===== config.mk =====
export PLATFORM = sky130hd
export DESIGN_NAME = mem_control
export DESIGN_NICKNAME = d
export VERILOG_FILES = /design/src/source/mips_mem_cfg.svh /design/src/source/mem_pkg.sv /design/src/source/mem_control.sv
export SDC_FILE = /design/constraint.sdc
export NUM_CORES = 1
export LEC_CHECK = 0
export ABC_AREA = 1
export BUFFER_PORTS_ARGS = -buffer_cell sky130_fd_sc_hd__buf_2
export CAP_MARGIN = 5
export CELL_PAD_IN_SITES_DETAIL_PLACEMENT = 1
export CELL_PAD_IN_SITES_GLOBAL_PLACEMENT = 1
export CORE_MARGIN = 8
export CORE_UTILIZATION = 21
export DETAILED_ROUTE_END_ITERATION = 6
export PLACE_DENSITY = 0.93
export SETUP_SLACK_MARGIN = 0.02
export SLEW_MARGIN = 20
export SYNTH_ARGS = -nofsm -noshare
export SYNTH_HDL_FRONTEND = slang
export SYNTH_SLANG_ARGS = --single-unit
export TNS_END_PERCENT = 5

===== constraint.sdc =====
create_clock -name vclk -period 1.2
set_input_delay 0.06 -clock vclk [all_inputs]
set_output_delay 0.06 -clock vclk [all_outputs]
set_load 0.05 [all_outputs]

===== src/source/mips_mem_cfg.svh =====
`ifndef MIPS_MEM_CFG_SVH
`define MIPS_MEM_CFG_SVH

// data RAM size in 32-bit words
`define MEM_DEPTH_WORDS 256

// extra access-phase cycles before pready, zero is legal
`define MEM_WAIT_STATES 1

`endif


===== src/source/mem_pkg.sv =====
`default_nettype none

package mem_pkg;

    // MIPS primary opcode field, instr[31:26]
    typedef enum logic [5:0] {
        OP_LB  = 6'h20,
        OP_LH  = 6'h21,
        OP_LW  = 6'h23,
        OP_LBU = 6'h24,
        OP_LHU = 6'h25,
        OP_SB  = 6'h28,
        OP_SH  = 6'h29,
        OP_SW  = 6'h2B
    } mem_op_e;

    // request into the stage
    typedef struct packed {
        logic [31:0] instr;   // full instruction word
        logic [31:0] addr;    // effective byte address
        logic [31:0] wdata;   // register value for stores
    } mem_req_t;

    // response out of the stage
    typedef struct packed {
        logic [31:0] rdata;             // extended load data
        logic        addr_error_load;
        logic        addr_error_store;
        logic        bus_error;         // pslverr seen
    } mem_resp_t;

    // APB4 master to slave
    typedef struct packed {
        logic [31:0] paddr;
        logic        psel;
        logic        penable;
        logic        pwrite;
        logic [31:0] pwdata;
        logic [3:0]  pstrb;
    } apb_req_t;

    // APB4 slave to master
    typedef struct packed {
        logic [31:0] prdata;
        logic        pready;
        logic        pslverr;
    } apb_rsp_t;

endpackage

`default_nettype wire


===== src/source/mem_control.sv =====
`timescale 1ns/1ps
`default_nettype none

module mem_control import mem_pkg::*; (
    input  mem_op_e     op,
    input  logic [1:0]  addr,         // byte offset in word
    input  logic [31:0] wdata,
    input  logic [31:0] mem_rdata,    // raw word from RAM
    output logic        is_load,
    output logic        is_store,
    output logic [3:0]  write_strobe,
    output logic [31:0] write_data,
    output logic [31:0] load_data,
    output logic        addr_error_load,
    output logic        addr_error_store
);

    logic        word_ok;
    logic        half_ok;
    logic [7:0]  rd_byte;
    logic [15:0] rd_half;

    assign word_ok = (addr == 2'b00);
    assign half_ok = ~addr[0];          // offset 0 or 2

    // addressed byte of the read word
    always_comb begin
        case (addr)
            2'b00:   rd_byte = mem_rdata[7:0];
            2'b01:   rd_byte = mem_rdata[15:8];
            2'b10:   rd_byte = mem_rdata[23:16];
            default: rd_byte = mem_rdata[31:24];
        endcase
    end

    assign rd_half = addr[1] ? mem_rdata[31:16] : mem_rdata[15:0];

    always_comb begin
        is_load          = 1'b0;
        is_store         = 1'b0;
        write_strobe     = 4'b0000;
        write_data       = '0;
        load_data        = '0;
        addr_error_load  = 1'b0;
        addr_error_store = 1'b0;

        case (op)
            OP_LW: begin
                is_load         = 1'b1;
                addr_error_load = ~word_ok;
                load_data       = word_ok ? mem_rdata : '0;   // word passes through
            end
            OP_LH: begin
                is_load         = 1'b1;
                addr_error_load = ~half_ok;
                if (half_ok) begin
                    load_data = {{16{rd_half[15]}}, rd_half};  // sign extend
                end
            end
            OP_LHU: begin
                is_load         = 1'b1;
                addr_error_load = ~half_ok;
                if (half_ok) begin
                    load_data = {16'h0000, rd_half};
                end
            end
            OP_LB: begin
                is_load   = 1'b1;
                load_data = {{24{rd_byte[7]}}, rd_byte};       // sign extend
            end
            OP_LBU: begin
                is_load   = 1'b1;
                load_data = {24'h000000, rd_byte};
            end
            OP_SW: begin
                is_store         = 1'b1;
                addr_error_store = ~word_ok;
                write_strobe     = word_ok ? 4'b1111 : 4'b0000;
                write_data       = wdata;
            end
            OP_SH: begin
                is_store         = 1'b1;
                addr_error_store = ~half_ok;
                if (half_ok) begin
                    write_strobe = addr[1] ? 4'b1100 : 4'b0011;  // high or low pair
                end
                write_data = {2{wdata[15:0]}};                  // same half in both pairs
            end
            OP_SB: begin
                is_store     = 1'b1;
                write_strobe = 4'b0001 << addr;                 // one lane
                write_data   = {4{wdata[7:0]}};
            end
            default: begin
                // not a memory op, everything stays zero
            end
        endcase
    end

endmodule

`default_nettype wire


==> flow_metrics.py <==
metrics = {
    "yosys": {
        "avgSynthCellArea_sq_um": 4.38,
        "syn_nets": 418,
        "synth_cells": 346,
        "yosysSeqAreaShare": 0,
        "syn_area_sq_mm": 0.00151,
        "synth_cell_types": 22,
        "yosys_warnings": 0,
    },
    "global_routing": {
        "grt_pass1_wl_mm": 19.0,
        "track_usage": 0.234,
        "antenna_found_initial": 0,
        "grt.overflow.total": 0,
        "first_global_vias": 3541,
        "grt_max_degree": 25,
    },
    "place": {
        "gp_congestion": 0.885,
        "postPlaceCellArea_sq_mm": 0.00272,
        "io_buffers": 144,
        "hpwl_mm": 7.90,
    },
    "layout": {
        "area_growth_syn_to_layout_pct": 156,
        "layout_commonest_cell": "nand2_1",
        "fillers": 922,
        "final_cell_area_sq_mm": 0.00387,
        "regArea_sq_um": 0,
        "final_cell_mix": "115 x nand2_1, 80 x buf_2, 43 x nor2_1",
        "insertedDiodeCount": 0,
        "n_sequential_cell": 0,
        "drive_gt1_frac": 0.574,
        "layout.nets": 598,
        "clkbuf_count": 0,
    },
    "setup_path": {
        "cp_slowest_stage_delay_ns": 0.18,
        "cp_max_fo": 5,
        "critical_path_class": "primary input to output port",
        "path_cells": "buf_6 -> nor2_4 -> buf_6 -> nand3_4 -> buf_4 -> nor2_1 -> a21oi_2 -> nand2_1 -> buf_6",
        "cp_slowest_cell": "buf_4",
        "required_ns": 1.14,
        "cpMostUsedCell": "buf_6",
        "arrival_ns": 1.29,
        "end_kind": "output port",
        "worstSetupStartpointType": "primary input",
    },
    "timing": {
        "hold_viol": 0,
        "setup_violations": 51,
        "worst_pin_slew_ns": 0.251,
        "setup_ws_ns": -0.152,
        "slew_violations": 0,
        "fin_crit_ns": 1.35,
        "maxSlewHeadroom": 0.832,
        "post-route-period-util": 1.13,
        "whs_ns": 0.470,
        "fmax_mhz": 739,
        "rsz0062_at_grt": "true",
    },
    "route": {
        "drt-initial-drc-count": 126,
        "wire_per_inst_microns": 24.2,
        "ant_nets": 0,
        "routed_via_density": 5.37,
        "totalWireLength_mm": 15.1,
        "detail_route.first_pass.iterations": 4,
        "vias": 3348,
        "drc_errors": 0,
    },
    "run": {
        "drv_cap": 0,
    },
    "hold_path": {
        "min-delay-start": "wdata[23]",
        "holdCritPathClass": "primary input to output port",
        "min_path_cells": 4,
        "hold-path-endpoint": "write_data[23]",
    },
    "die": {
        "ios": 144,
        "rows": 31,
        "coreArea_sq_mm": 0.00710,
        "die_area_sq_mm": 0.0102,
        "initial_core_util": 0.213,
        "die_w_microns": 101,
        "die_h_microns": 101,
    },
    "pwr": {
        "p_per_area_mw_per_mm2": 237,
        "max-vdd-ir-drop_v": 0.000118,
        "total_power_mw": 0.918,
        "leakage_nw": 2.30,
    },
    "clocking": {
        "cts_hold_buf": 0,
    },
    "status": {
        "violations": "negative setup slack",
        "status": "finished with violations",
    },
}
## per-layer routing
metal  vias up  GRT usage  wire length [microns]
met5         -          0                      0
met3        89     0.0794                   1760
met4         0      0.101                   1060
met2       262      0.447                   7320
li1       1442          -                      -
met1      1555      0.220                   4930
## worst max-delay path: cells and delay by family
| kind | cells | cell delay [ns] |
|---|---|---|
| buffers and inverters | 4 | 0.59 |
| AND/OR/NAND/NOR | 4 | 0.56 |
| AO/OA/AOI/OAI | 1 | 0.06 |
## per-stage QoR
stage | setup TNS (ns) | util | setup WS (ns) | std cells
6_report | -3.03 | 0.545 | -0.152 | 623
2_1_floorplan | -4.54 | - | -0.270 | 346
4_1_cts | -0.245 | 0.480 | -0.0207 | 621
3_3_place_gp | -4.66 | 0.383 | -0.119 | 613
3_5_place_dp | -6.73 | 0.383 | -0.166 | 613
5_1_grt | -5.14 | 0.545 | -0.188 | 623
## final cells by class
| type | count | area [sq um] | share of cell area |
|---|---|---|---|
| Inverter | 30 | 128 | 0.0330 |
| Tap cell | 99 | 124 | 0.0320 |
| Timing Repair Buffer | 193 | 1840 | 0.474 |
| Multi-Input combinational cell | 301 | 1780 | 0.461 |
## kinds of logic (layout without fill, tap and decap cells)
logic type,Yosys count,in the layout,synth area share
AOI/OAI and AO/OA,23,23,0.0760
buffers and inverters,45,223,0.140
and+or+nand+nor,278,278,0.784
## synthesized netlist by cell type
library cell,n,area share
a21oi_1,12,0.040
buf_6,2,0.015
nand2_1,146,0.36
nor2_4,3,0.022
inv_1,27,0.067
nor2_2,4,0.017
nand4_1,1,0.0041
clkbuf_1,2,0.0050
buf_2,6,0.020
o21ai_0,9,0.030
nand4_2,1,0.0083
nand3_4,1,0.012
nand3_1,55,0.18
nand3_2,1,0.0066
buf_4,5,0.025
inv_2,2,0.0050
or2_2,1,0.0041
clkinv_2,1,0.0033
nor3_1,1,0.0033
nor2_1,61,0.15
nand2_2,3,0.012
o21ai_1,2,0.0066
## what timing repair did
| item | 4_1_cts | 5_1_grt |
|---|---|---|
| setup buffers | 7 | 1 |
| pin swaps | 10 | 29 |
| cloned | 1 | 4 |
| resized for setup | 181 | 112 |
| endpoints found under the setup margin | 69 | 70 |
## worst max-delay path by stage
stage / from / to / slack, ns / cells after the start
final: op[4] / load_data[7] / -0.15 / 9
after global routing: op[4] / load_data[7] / -0.19 / 9
after CTS: op[5] / load_data[19] / -0.02 / 11
after detailed placement: addr[1] / load_data[27] / -0.17 / 8
after global placement: op[4] / write_data[29] / -0.12 / 8
after floorplan: op[4] / write_data[18] / -0.27 / 6
## where the power goes
group          total, mW  leakage [nW]  internal, mW  switching [mW]
combinational      0.918          2.30         0.348           0.570
clock                  0             0             0               0
sequential             0             0             0               0
No activity file was read; power rests on OpenSTA's default activity.
