[config.mk]
export PLATFORM = sky130hd
export DESIGN_NAME = apb_mem_master
export DESIGN_NICKNAME = d
export VERILOG_FILES = /design/src/source/mips_mem_cfg.svh /design/src/source/mem_pkg.sv /design/src/source/apb_mem_master.sv
export SDC_FILE = /design/constraint.sdc
export NUM_CORES = 1
export LEC_CHECK = 0
export BUFFER_PORTS_ARGS = -buffer_cell sky130_fd_sc_hd__buf_2
export CAP_MARGIN = 30
export CORE_AREA = 2 2 136 138
export DETAILED_ROUTE_END_ITERATION = 6
export DIE_AREA = 0 0 138 140
export GPL_TIMING_DRIVEN = 0
export PLACE_DENSITY = 0.61
export SLEW_MARGIN = 15
export SYNTH_ARGS = -nofsm -noshare
export SYNTH_HDL_FRONTEND = slang
export SYNTH_SLANG_ARGS = --single-unit
[constraint.sdc]
create_clock -name clk -period 2.68 [get_ports clk]
set_input_delay 0.402 -clock clk [delete_from_list [all_inputs] [get_ports clk]]
set_output_delay 0.402 -clock clk [all_outputs]
set_load 0.005 [all_outputs]
[src/source/mips_mem_cfg.svh]
`ifndef MIPS_MEM_CFG_SVH
`define MIPS_MEM_CFG_SVH

// data RAM size in 32-bit words
`define MEM_DEPTH_WORDS 256

// extra access-phase cycles before pready, zero is legal
`define MEM_WAIT_STATES 1

`endif

[src/source/mem_pkg.sv]
`default_nettype none

package mem_pkg;

    // MIPS primary opcode field, instr[31:26]
    typedef enum logic [5:0] {
        OP_LB  = 6'h20,
        OP_LH  = 6'h21,
        OP_LW  = 6'h23,
        OP_LBU = 6'h24,
        OP_LHU = 6'h25,
        OP_SB  = 6'h28,
        OP_SH  = 6'h29,
        OP_SW  = 6'h2B
    } mem_op_e;

    // request into the stage
    typedef struct packed {
        logic [31:0] instr;   // full instruction word
        logic [31:0] addr;    // effective byte address
        logic [31:0] wdata;   // register value for stores
    } mem_req_t;

    // response out of the stage
    typedef struct packed {
        logic [31:0] rdata;             // extended load data
        logic        addr_error_load;
        logic        addr_error_store;
        logic        bus_error;         // pslverr seen
    } mem_resp_t;

    // APB4 master to slave
    typedef struct packed {
        logic [31:0] paddr;
        logic        psel;
        logic        penable;
        logic        pwrite;
        logic [31:0] pwdata;
        logic [3:0]  pstrb;
    } apb_req_t;

    // APB4 slave to master
    typedef struct packed {
        logic [31:0] prdata;
        logic        pready;
        logic        pslverr;
    } apb_rsp_t;

endpackage

`default_nettype wire

[src/source/apb_mem_master.sv]
`timescale 1ns/1ps
`default_nettype none

module apb_mem_master import mem_pkg::*; (
    input  logic        clk,
    input  logic        rst_n,
    // request side
    input  logic        req_valid,
    output logic        req_ready,
    input  mem_req_t    req,
    // response side
    output logic        resp_valid,
    input  logic        resp_ready,
    output mem_resp_t   resp,
    // APB
    output apb_req_t    apb_req,
    input  apb_rsp_t    apb_rsp,
    // to formatter
    output mem_op_e     op,
    output logic [1:0]  addr_low,
    output logic [31:0] wdata,
    // from formatter
    input  logic        is_load,
    input  logic        is_store,
    input  logic [3:0]  write_strobe,
    input  logic [31:0] write_data,
    input  logic [31:0] load_data,
    input  logic        addr_error_load,
    input  logic        addr_error_store
);

    typedef enum logic [2:0] {
        IDLE,
        DECODE,     // formatter settles on held request
        SETUP,
        ACCESS,
        RESP
    } state_e;

    state_e    state_q;
    state_e    state_d;
    mem_req_t  held_req;
    mem_resp_t resp_q;
    logic      need_access;
    logic      accept;

    assign accept = req_valid & req_ready;

    // aligned load or store goes to the bus
    assign need_access = (is_load & ~addr_error_load) | (is_store & ~addr_error_store);

    always_ff @(posedge clk or negedge rst_n) begin
        if (!rst_n) begin
            state_q <= IDLE;
        end else begin
            state_q <= state_d;
        end
    end

    always_comb begin
        state_d = state_q;
        case (state_q)
            IDLE:    if (accept) state_d = DECODE;
            DECODE:  state_d = need_access ? SETUP : RESP;
            SETUP:   state_d = ACCESS;
            ACCESS:  if (apb_rsp.pready) state_d = RESP;
            RESP:    if (resp_ready) state_d = IDLE;
            default: state_d = IDLE;
        endcase
    end

    always_ff @(posedge clk) begin
        if (accept) begin
            held_req <= req;
        end
    end

    assign op       = mem_op_e'(held_req.instr[31:26]);
    assign addr_low = held_req.addr[1:0];
    assign wdata    = held_req.wdata;

    // response register, held until taken
    always_ff @(posedge clk) begin
        if (state_q == DECODE && !need_access) begin
            resp_q.rdata            <= '0;
            resp_q.addr_error_load  <= addr_error_load;
            resp_q.addr_error_store <= addr_error_store;
            resp_q.bus_error        <= 1'b0;
        end else if (state_q == ACCESS && apb_rsp.pready) begin
            resp_q.rdata            <= (is_load && !apb_rsp.pslverr) ? load_data : '0;
            resp_q.addr_error_load  <= 1'b0;
            resp_q.addr_error_store <= 1'b0;
            resp_q.bus_error        <= apb_rsp.pslverr;
        end
    end

    // APB drive, stable from held request through the whole transfer
    always_comb begin
        apb_req.paddr   = held_req.addr;
        apb_req.psel    = (state_q == SETUP) || (state_q == ACCESS);
        apb_req.penable = (state_q == ACCESS);
        apb_req.pwrite  = is_store;
        apb_req.pwdata  = write_data;
        apb_req.pstrb   = is_store ? write_strobe : 4'b0000;  // reads carry no strobe
    end

    assign req_ready  = (state_q == IDLE);
    assign resp_valid = (state_q == RESP);
    assign resp       = resp_q;

endmodule

`default_nettype wire

==> metrics.md, run 1 <==
| Metric | Value |
|---|---|
| Register clock-pin slew on the reported worst setup and hold paths | `0.08 ns` |
| CP endpoint kind | `output pin` |
| CTS tree | `yes` |
| PwrDens | `786 nW/um2` |
| Top Ports | `354` |
| Final Hold Vio Count | `0` |
| Cell Chain, Critical Path | `nor3b_1 > buf_2` |
| Cells after Synth | `284` |
| Final WL | `11400 um` |
| Die height | `140 um` |
| Clock period minus worst slack | `1.81 ns` |
| Post-route DRC | `0` |
| Crit path launch type | `flop` |
| Antenna viol nets, final | `0` |
| Sw Share | `29.6%` |
| Library cells used by synthesis | `29` |
| WP data required | `2.28 ns` |
| Avg Inst Size Synth | `15.1 um2` |
| First DRT Iteration DRCs | `115` |
| Remaining Overflow, GRT | `0` |
| Port Buffer Count | `263` |
| Worst skew pair latency | `0.35 ns` |
| Worst EP arrival | `1.41 ns` |
| Detailed Routing Iterations Pass 1 | `4` |
| CP max stage cell | `dfrtp_1` |
| Number of buffers created by CTS | `9` |
| Fin crit share | `67.6%` |
| Sequential share of the synthesized area | `67.6%` |
| Die width | `138 um` |
| Slew @ Worst Pin | `0.706 ns` |
| Power Internal | `0.00344 W` |
| Synthesized Nets | `490` |
| Final setup violation count | `0` |
| Yosys top cell area share | `50.4%` |
| Maximum fanout along the worst path | `8` |
| Htree depth | `3` |
| Vias | `3129` |
| Setup TNS Final | `0 ns` |
| Share of layout cells above drive strength 1 | `70.3%` |
| Peak VDD IR | `0.363 mV` |
| Register share of total power | `47.8%` |
| Worst path bufs/invs | `1` |
| Leading area contributor after synthesis | `edfxtp_1` |
| Ant diodes | `0` |
| Logic gate share of total power | `25.8%` |
| WHS | `0.222 ns` |
| Die area | `19300 um2` |
| Top cell family by delay on the critical path | `flip-flops` |
| Detailed placement HPWL | `8900 um` |
| GRT Overall Usage | `11.5%` |
| Cell Area, Synth | `4290 um2` |
| Core ar. | `17800 um2` |
| Global-route wire length before repair | `17000 um` |
| Vias per cell | `3.94` |
| Fmax | `0.552 GHz` |
| Synth area leaders | `edfxtp_1, dfxtp_1, nand3_2` |
| Largest net degree at the start of global routing | `64` |
| # rows | `49` |
| Status | `complete, no violations` |
| Post-CTS Setup Repair Bufs | `0` |
| TritonCTS Sinks | `108` |
| Crit Path Class | `reg -> out` |
| Layout Nets | `766` |
| Relative slew slack | `52.6%` |
| FF+latch count, synth | `108` |
| Leakage power | `2.70 nW` |
| GP Congestion | `0.735` |
| Max Cap Viol | `0` |
| Clk pwr share | `26.5%` |
| Unrepaired setup endpoints after global routing | `false` |
| Longest Clk Path Bufs | `2` |
| Drt wl/cell | `14.4 um` |
| Worst Skew | `0.00742 ns` |
| Vias in the first global route | `3099` |
| Yosys warns | `0` |
| Root Driver | `clkbuf_16` |
| Sw power | `0.00145 W` |
| Min-delay worst type | `in -> reg` |
| Initial antenna violation count | `1` |
| Syn-to-layout area delta | `45.0%` |
| Max-slew violation count | `0` |
| Crit-path max cell delay | `0.50 ns` |
| Initial Util | `24.1%` |
state kept, by name, indices dropped and copies added (netlist names):
name and count:
op 6, wdata 32, state_q 3, apb_req 30, addr_low 2, resp 35
final cells by class:
| type | instances | area [um2] |
|---|---|---|
| fillers | 1811 | 11600 |
| flip-flops and latches | 108 | 2900 |
| repair buffers | 265 | 1350 |
| multi-input cells | 125 | 922 |
| plain buffers | 50 | 467 |
| well taps | 229 | 287 |
| clock buffers | 10 | 229 |
| clock inverters | 6 | 56.3 |
| inverters | 1 | 3.75 |
synthesized netlist by cell type:
cell type  count
dfrtp_1        3
nor3b_1        1
nor2b_1        2
nor2b_4        1
and2_2         4
nor3_1         1
and2_1         4
buf_4         36
nand2_1       36
a21oi_1        5
nand4b_2       1
nor2b_2        1
inv_1          1
a211o_1        1
bufbuf_8       1
buf_12         3
edfxtp_1      72
clkbuf_1       1
nand3_2       29
nand3_1        3
a21oi_2       30
buf_6          4
o21bai_1       1
and4b_1        1
nor4_4         1
nand2b_4       1
clkbuf_8       5
nand2b_1       2
dfxtp_1       33
metal layers:
metal | vias to the layer above | wire length (um) | track usage [%]
met2 | 203 | 5550 | 19.6
met4 | 0 | 152 | 3.87
met5 | - | 0 | 0
met3 | 9 | 1100 | 4.17
li1 | 1524 | - | -
met1 | 1393 | 4610 | 13.4
cell families (layout without fill, tap and decap cells):
kind of cell | Yosys count | in the layout | share of synthesized area [%]
buf+inv | 51 | 332 | 11.0
compound gates | 37 | 37 | 7.09
simple gates | 88 | 88 | 14.4
flops | 108 | 108 | 67.6
cells in the final DEF (no fill, tap or decap), types with 2 or more instances in the layout:
cell type	n
clkbuf_8	5
nand2_1	36
nor2b_1	2
clkbuf_1	2
inv_8	2
nand3_1	3
a21oi_1	5
and2_2	4
edfxtp_1	72
buf_12	3
buf_4	36
a21oi_2	30
nand3_2	29
inv_6	2
nand2b_1	2
and2_1	3
buf_2	263
buf_6	4
dfrtp_1	3
clkbuf_16	9
dfxtp_1	33
per-stage QoR:
stage / worst slack [ns] / total power (W) / util, % / cells / instance area [um2]
floorplan: 0.587 / 0.00302 / - / 284 / 4290
global placement: 0.238 / 0.00362 / 33.1 / 776 / 5890
detailed placement: 0.763 / 0.00367 / 33.3 / 777 / 5920
CTS: 0.879 / 0.00499 / 35.0 / 794 / 6220
global route: 0.818 / 0.00516 / 35.0 / 794 / 6220
finish: 0.867 / 0.00489 / 35.0 / 794 / 6220
worst reg2reg max path, delay by kind of cell, from the launching register on:
kind / cells / cell delay, ns
AND/OR/NAND/NOR: 2 / 0.94
flip-flops: 1 / 0.48
power by group through the flow:
stage | clock network, W | logic [W] | registers (W)
5_1_grt | 0.00141 | 0.00139 | 0.00237
6_report | 0.00129 | 0.00126 | 0.00233
3_3_place_gp | 0 | 0.00124 | 0.00239
4_1_cts | 0.00136 | 0.00130 | 0.00234
2_1_floorplan | 0 | 0.000608 | 0.00241
3_5_place_dp | 0 | 0.00129 | 0.00238
final timing paths:
| check | from | to | slack, ns | cells past startpoint |
|---|---|---|---|---|
| setup / recovery | state_q[2] | resp_valid | 0.87 | 2 |
| hold / removal | req[91] | op[1] | 0.22 | 1 |
| setup reg to reg | state_q[2] | resp[2] | 0.98 | 2 |
| hold reg to reg | resp[9] | resp[9] | 0.46 | 2 |
| max in group asynchronous | rst_n | state_q[1] | 2.20 | 2 |
| min in group asynchronous | rst_n | state_q[2] | 0.37 | 2 |
timing repair:
item / CTS / global route
hold endpoints to repair: 3 / 0
hold buffers: 1 / 0
resized for setup: 0 / 0
No activity file was read; power rests on OpenSTA's default activity.
==> inputs of run 2 (changes only) <==
--- a/config.mk
+++ b/config.mk
@@ -5,13 +5,14 @@
 export SDC_FILE = /design/constraint.sdc
 export NUM_CORES = 1
 export LEC_CHECK = 0
+export ABC_AREA = 1
 export BUFFER_PORTS_ARGS = -buffer_cell sky130_fd_sc_hd__buf_2
 export CAP_MARGIN = 30
-export CORE_AREA = 2 2 136 138
+export CORE_AREA = 2 2 139 141
 export DETAILED_ROUTE_END_ITERATION = 6
-export DIE_AREA = 0 0 138 140
+export DIE_AREA = 0 0 141 143
 export GPL_TIMING_DRIVEN = 0
-export PLACE_DENSITY = 0.61
+export PLACE_DENSITY = 0.58
 export SLEW_MARGIN = 15
 export SYNTH_ARGS = -nofsm -noshare
 export SYNTH_HDL_FRONTEND = slang
==> constraint.sdc (replaced) <==
create_clock -name clk -period 1.5 [get_ports clk]
set_input_delay 0.225 -clock clk [delete_from_list [all_inputs] [get_ports clk]]
set_output_delay 0.225 -clock clk [all_outputs]
set_load 0.005 [all_outputs]
==> run 2 against run 1 <==
Effect of this change: the run now ends with setup timing left; via count up 14%; sequential cell count did not move; register-to-register slack got worse by 0.97 ns; global-route usage down 0.085 points; setup slack worse by 0.92 ns; critical path type unchanged.
==> metrics.md, run 2 <==
| Metric | Value |
|---|---|
| Clk pwr share | `25.4% (-1.1 points)` |
| Failing checks | `setup timing` |
| Unrepaired setup endpoints after global routing | `true` |
| Crit path launch type | `flop` |
| Placement Setup Slack | `-0.440 ns (-1.20 ns)` |
| CTS tree | `yes` |
| Largest net degree at the start of global routing | `22 (-66%)` |
| Commonest non-fill, non-tap cell in the layout | `buf_2` |
| Commonest cells after routing, fill and taps aside | `buf_2, nand2_1, edfxtp_1` |
| Sequential share of the synthesized area | `69.9% (+2.4 points)` |
| Yosys warns | `0 (unchanged)` |
| Die height | `143 um (+2.1%)` |
| WP data required | `1.27 ns (-1.01 ns)` |
| Htree depth | `3 (unchanged)` |
| Worst skew pair latency | `0.36 ns (about the same)` |
| Sw power | `0.00280 W (+93%)` |
| Synthesized Nets | `570 (+16%)` |
| Post-route cell area | `6480 um2 (+4.3%)` |
| Final setup violation count | `1 (+1)` |
| Drt wl/cell | `13.9 um (-3.7%)` |
| TritonCTS Sinks | `108 (unchanged)` |
| Slew @ Worst Pin | `0.454 ns (-0.252 ns)` |
| Register clock-pin slew on the reported worst setup and hold paths | `0.09 ns (about the same)` |
| Final Hold Vio Count | `0 (unchanged)` |
| GP Congestion | `0.780 (+6.1%)` |
| Hold path start | `req[26]` |
| Longest Clk Path Bufs | `2 (unchanged)` |
| Fill cells | `1895 (+4.6%)` |
| Avg Inst Size Synth | `11.4 um2 (-25%)` |
| Ant diodes | `0 (unchanged)` |
| Crit Path Class | `reg -> out` |
| Fin crit share | `104%` |
| CP endpoint kind | `output pin` |
| EDFF count, synth | `72 (unchanged)` |
| Initial Util | `22.3% (-1.8 points)` |
| Initial antenna violation count | `1 (unchanged)` |
| Number of buffers created by CTS | `9 (unchanged)` |
| Peak VDD IR | `0.453 mV (+25%)` |
| Library cells used by synthesis | `20 (-31%)` |
| Vias per cell | `3.92 (-0.59%)` |
| Maximum fanout along the worst path | `4 (-4)` |
| PwrDens | `1440 nW/um2 (+84%)` |
| Leading area contributor after synthesis | `edfxtp_1` |
| Logic gate share of total power | `30.4% (+4.6 points)` |
| Commonest cells in the netlist | `nand2_1, edfxtp_1, inv_1` |
| Share of layout cells above drive strength 1 | `55.2% (-15 points)` |
| Most numerous cell in the Yosys netlist | `nand2_1` |
| WHS | `0.0379 ns (-0.184 ns)` |
| Yosys top cell area share | `52.2% (+1.8 points)` |
| Hold Path Depth | `1 (unchanged)` |
| Vias | `3569 (+14%)` |
| Global-route wire length before repair | `17200 um (+1.5%)` |
| R2R Path End | `apb_req[55]` |
| Antenna viol nets, final | `0 (unchanged)` |
| Critical register-to-register path startpoint | `state_q[0]` |
| R2R Setup Slk | `0.01 ns (-0.97 ns)` |
| Cells after Synth | `364 (+28%)` |
| Worst Skew | `0.0125 ns (+0.00510 ns)` |
| Post-route DRC | `0 (unchanged)` |
| Max reg flops | `35 (unchanged)` |
| Die width | `141 um (+2.2%)` |
| Max Cap Viol | `0 (unchanged)` |
| Die area | `20200 um2 (+4.4%)` |
| Core ar. | `18600 um2 (+4.5%)` |
| First DRT Iteration DRCs | `107 (-7.0%)` |
| Syn-to-layout area delta | `56.5%` |
| Cell Area, Synth | `4140 um2 (-3.4%)` |
| # rows | `50 (+2.0%)` |
| Layout Nets | `878 (+15%)` |
| Synth area leaders | `edfxtp_1, dfxtp_1, nand2_1` |
| Min-delay worst type | `in -> reg` |
| Remaining Overflow, GRT | `0 (unchanged)` |
| GRT Overall Usage | `11.4% (-0.085 points)` |
| Detailed placement HPWL | `9640 um (+8.4%)` |
| Clock period minus worst slack | `1.56 ns` |
| Worst reg2reg path depth | `6 (+4)` |
| Fmax | `0.643 GHz` |
| Synth Flop Type | `edfxtp_1` |
| Async S/R FF share, synth | `2.78% (unchanged)` |
| Final worst setup slack | `-0.0558 ns (-0.923 ns)` |
| Root Driver | `clkbuf_16` |
| Sw Share | `29.9% (+0.27 points)` |
| Worst EP arrival | `1.33 ns (-0.08 ns)` |
| Detailed Routing Iterations Pass 1 | `5 (+1)` |
| Power Internal | `0.00657 W (+91%)` |
| Status | `finished with violations` |
| Register share of total power | `44.2% (-3.6 points)` |
| Vias in the first global route | `3222 (+4.0%)` |
| Max-slew violation count | `0 (unchanged)` |
| Placed inst area | `5830 um2 (-1.6%)` |
| Top Ports | `354 (unchanged)` |
| Final WL | `12600 um (+11%)` |
| Port Buffer Count | `263 (unchanged)` |
| Relative slew slack | `69.7% (+17 points)` |
| FF+latch count, synth | `108 (unchanged)` |
| Hold EP | `wdata[26]` |
| Leakage power | `3.14 nW (+16%)` |
## run 2: cell count changes after synthesis, moves of 5 or more
cell      before  now
inv_1          1   47
nor2_1         0   38
a21oi_1        5   28
clkbuf_8       5    0
nand2_1       36   78
a21oi_2       30    5
nand3_2       29    2
## run 2: worst max path at each step
stage / startpoint / endpoint
2_1_floorplan: state_q[0] / addr_low[0]
3_3_place_gp: state_q[0] / wdata[19]
3_5_place_dp: state_q[0] / wdata[19]
4_1_cts: state_q[2] / wdata[19]
5_1_grt: state_q[0] / req_ready
6_report: state_q[0] / req_ready
## run 2: cells by family after synthesis
family          share of synthesized area (%)
buf+inv                                  12.8
compound gates                           4.74
flops                                    69.9
simple gates                             12.5
## run 2: layer usage
metal  part of all wire (%)  track usage (%)  up-vias
li1                       -                -     1746
met1                     39             12.7     1579
met2                     50             20.6      234
met3                     10             4.16       10
met4                   0.93             3.00        0
met5                      0                0        -
## run 2: through the flow
stage	power, W	TNS, ns	std cells	util [%]
2_1_floorplan	0.00519	-84.16	364	-
3_3_place_gp	0.00624	-132.55	861	31.0
3_5_place_dp	0.00635	-16.63	865	31.4
4_1_cts	0.00906	-2.34	892	33.7
5_1_grt	0.00987	-2.81	911	34.9
6_report	0.00936	-0.0558	911	34.9
## run 2: area by class of cell
| class | count | area, um2 | share of cell area (%) |
|---|---|---|---|
| tap | 234 | 293 | 4.52 |
| timing repair buffer | 297 | 1700 | 26.2 |
| buffer | 48 | 363 | 5.60 |
| clock buffer | 9 | 225 | 3.47 |
| inverter | 47 | 176 | 2.72 |
| multi-input combinational | 161 | 753 | 11.6 |
| clock inverter | 7 | 75.1 | 1.16 |
| sequential | 108 | 2900 | 44.7 |
## run 2: critical path: stages (launching register included)
cell	delay, ns
dfrtp_2	0.45
nor2_4	0.13
inv_2	0.06
buf_6	0.11
nor2_1	0.11
buf_2	0.13
## run 2: repair_timing
item                                    CTS  global route
endpoints found under the setup margin   92            89
hold buffers                              1             0
endpoints found under the hold margin     3             0
gates cloned                              0             3
resized for setup                         7            10
pin swaps                                 3             5
setup buffers                            10            16
## run 2: power groups by stage
| stage | clock network (W) | registers [W] | logic, W |
|---|---|---|---|
| floorplan | 0 | 0.00426 | 0.000923 |
| global placement | 0 | 0.00424 | 0.00200 |
| detailed placement | 0 | 0.00419 | 0.00216 |
| CTS | 0.00249 | 0.00412 | 0.00245 |
| global route | 0.00259 | 0.00419 | 0.00310 |
| finish | 0.00238 | 0.00414 | 0.00285 |
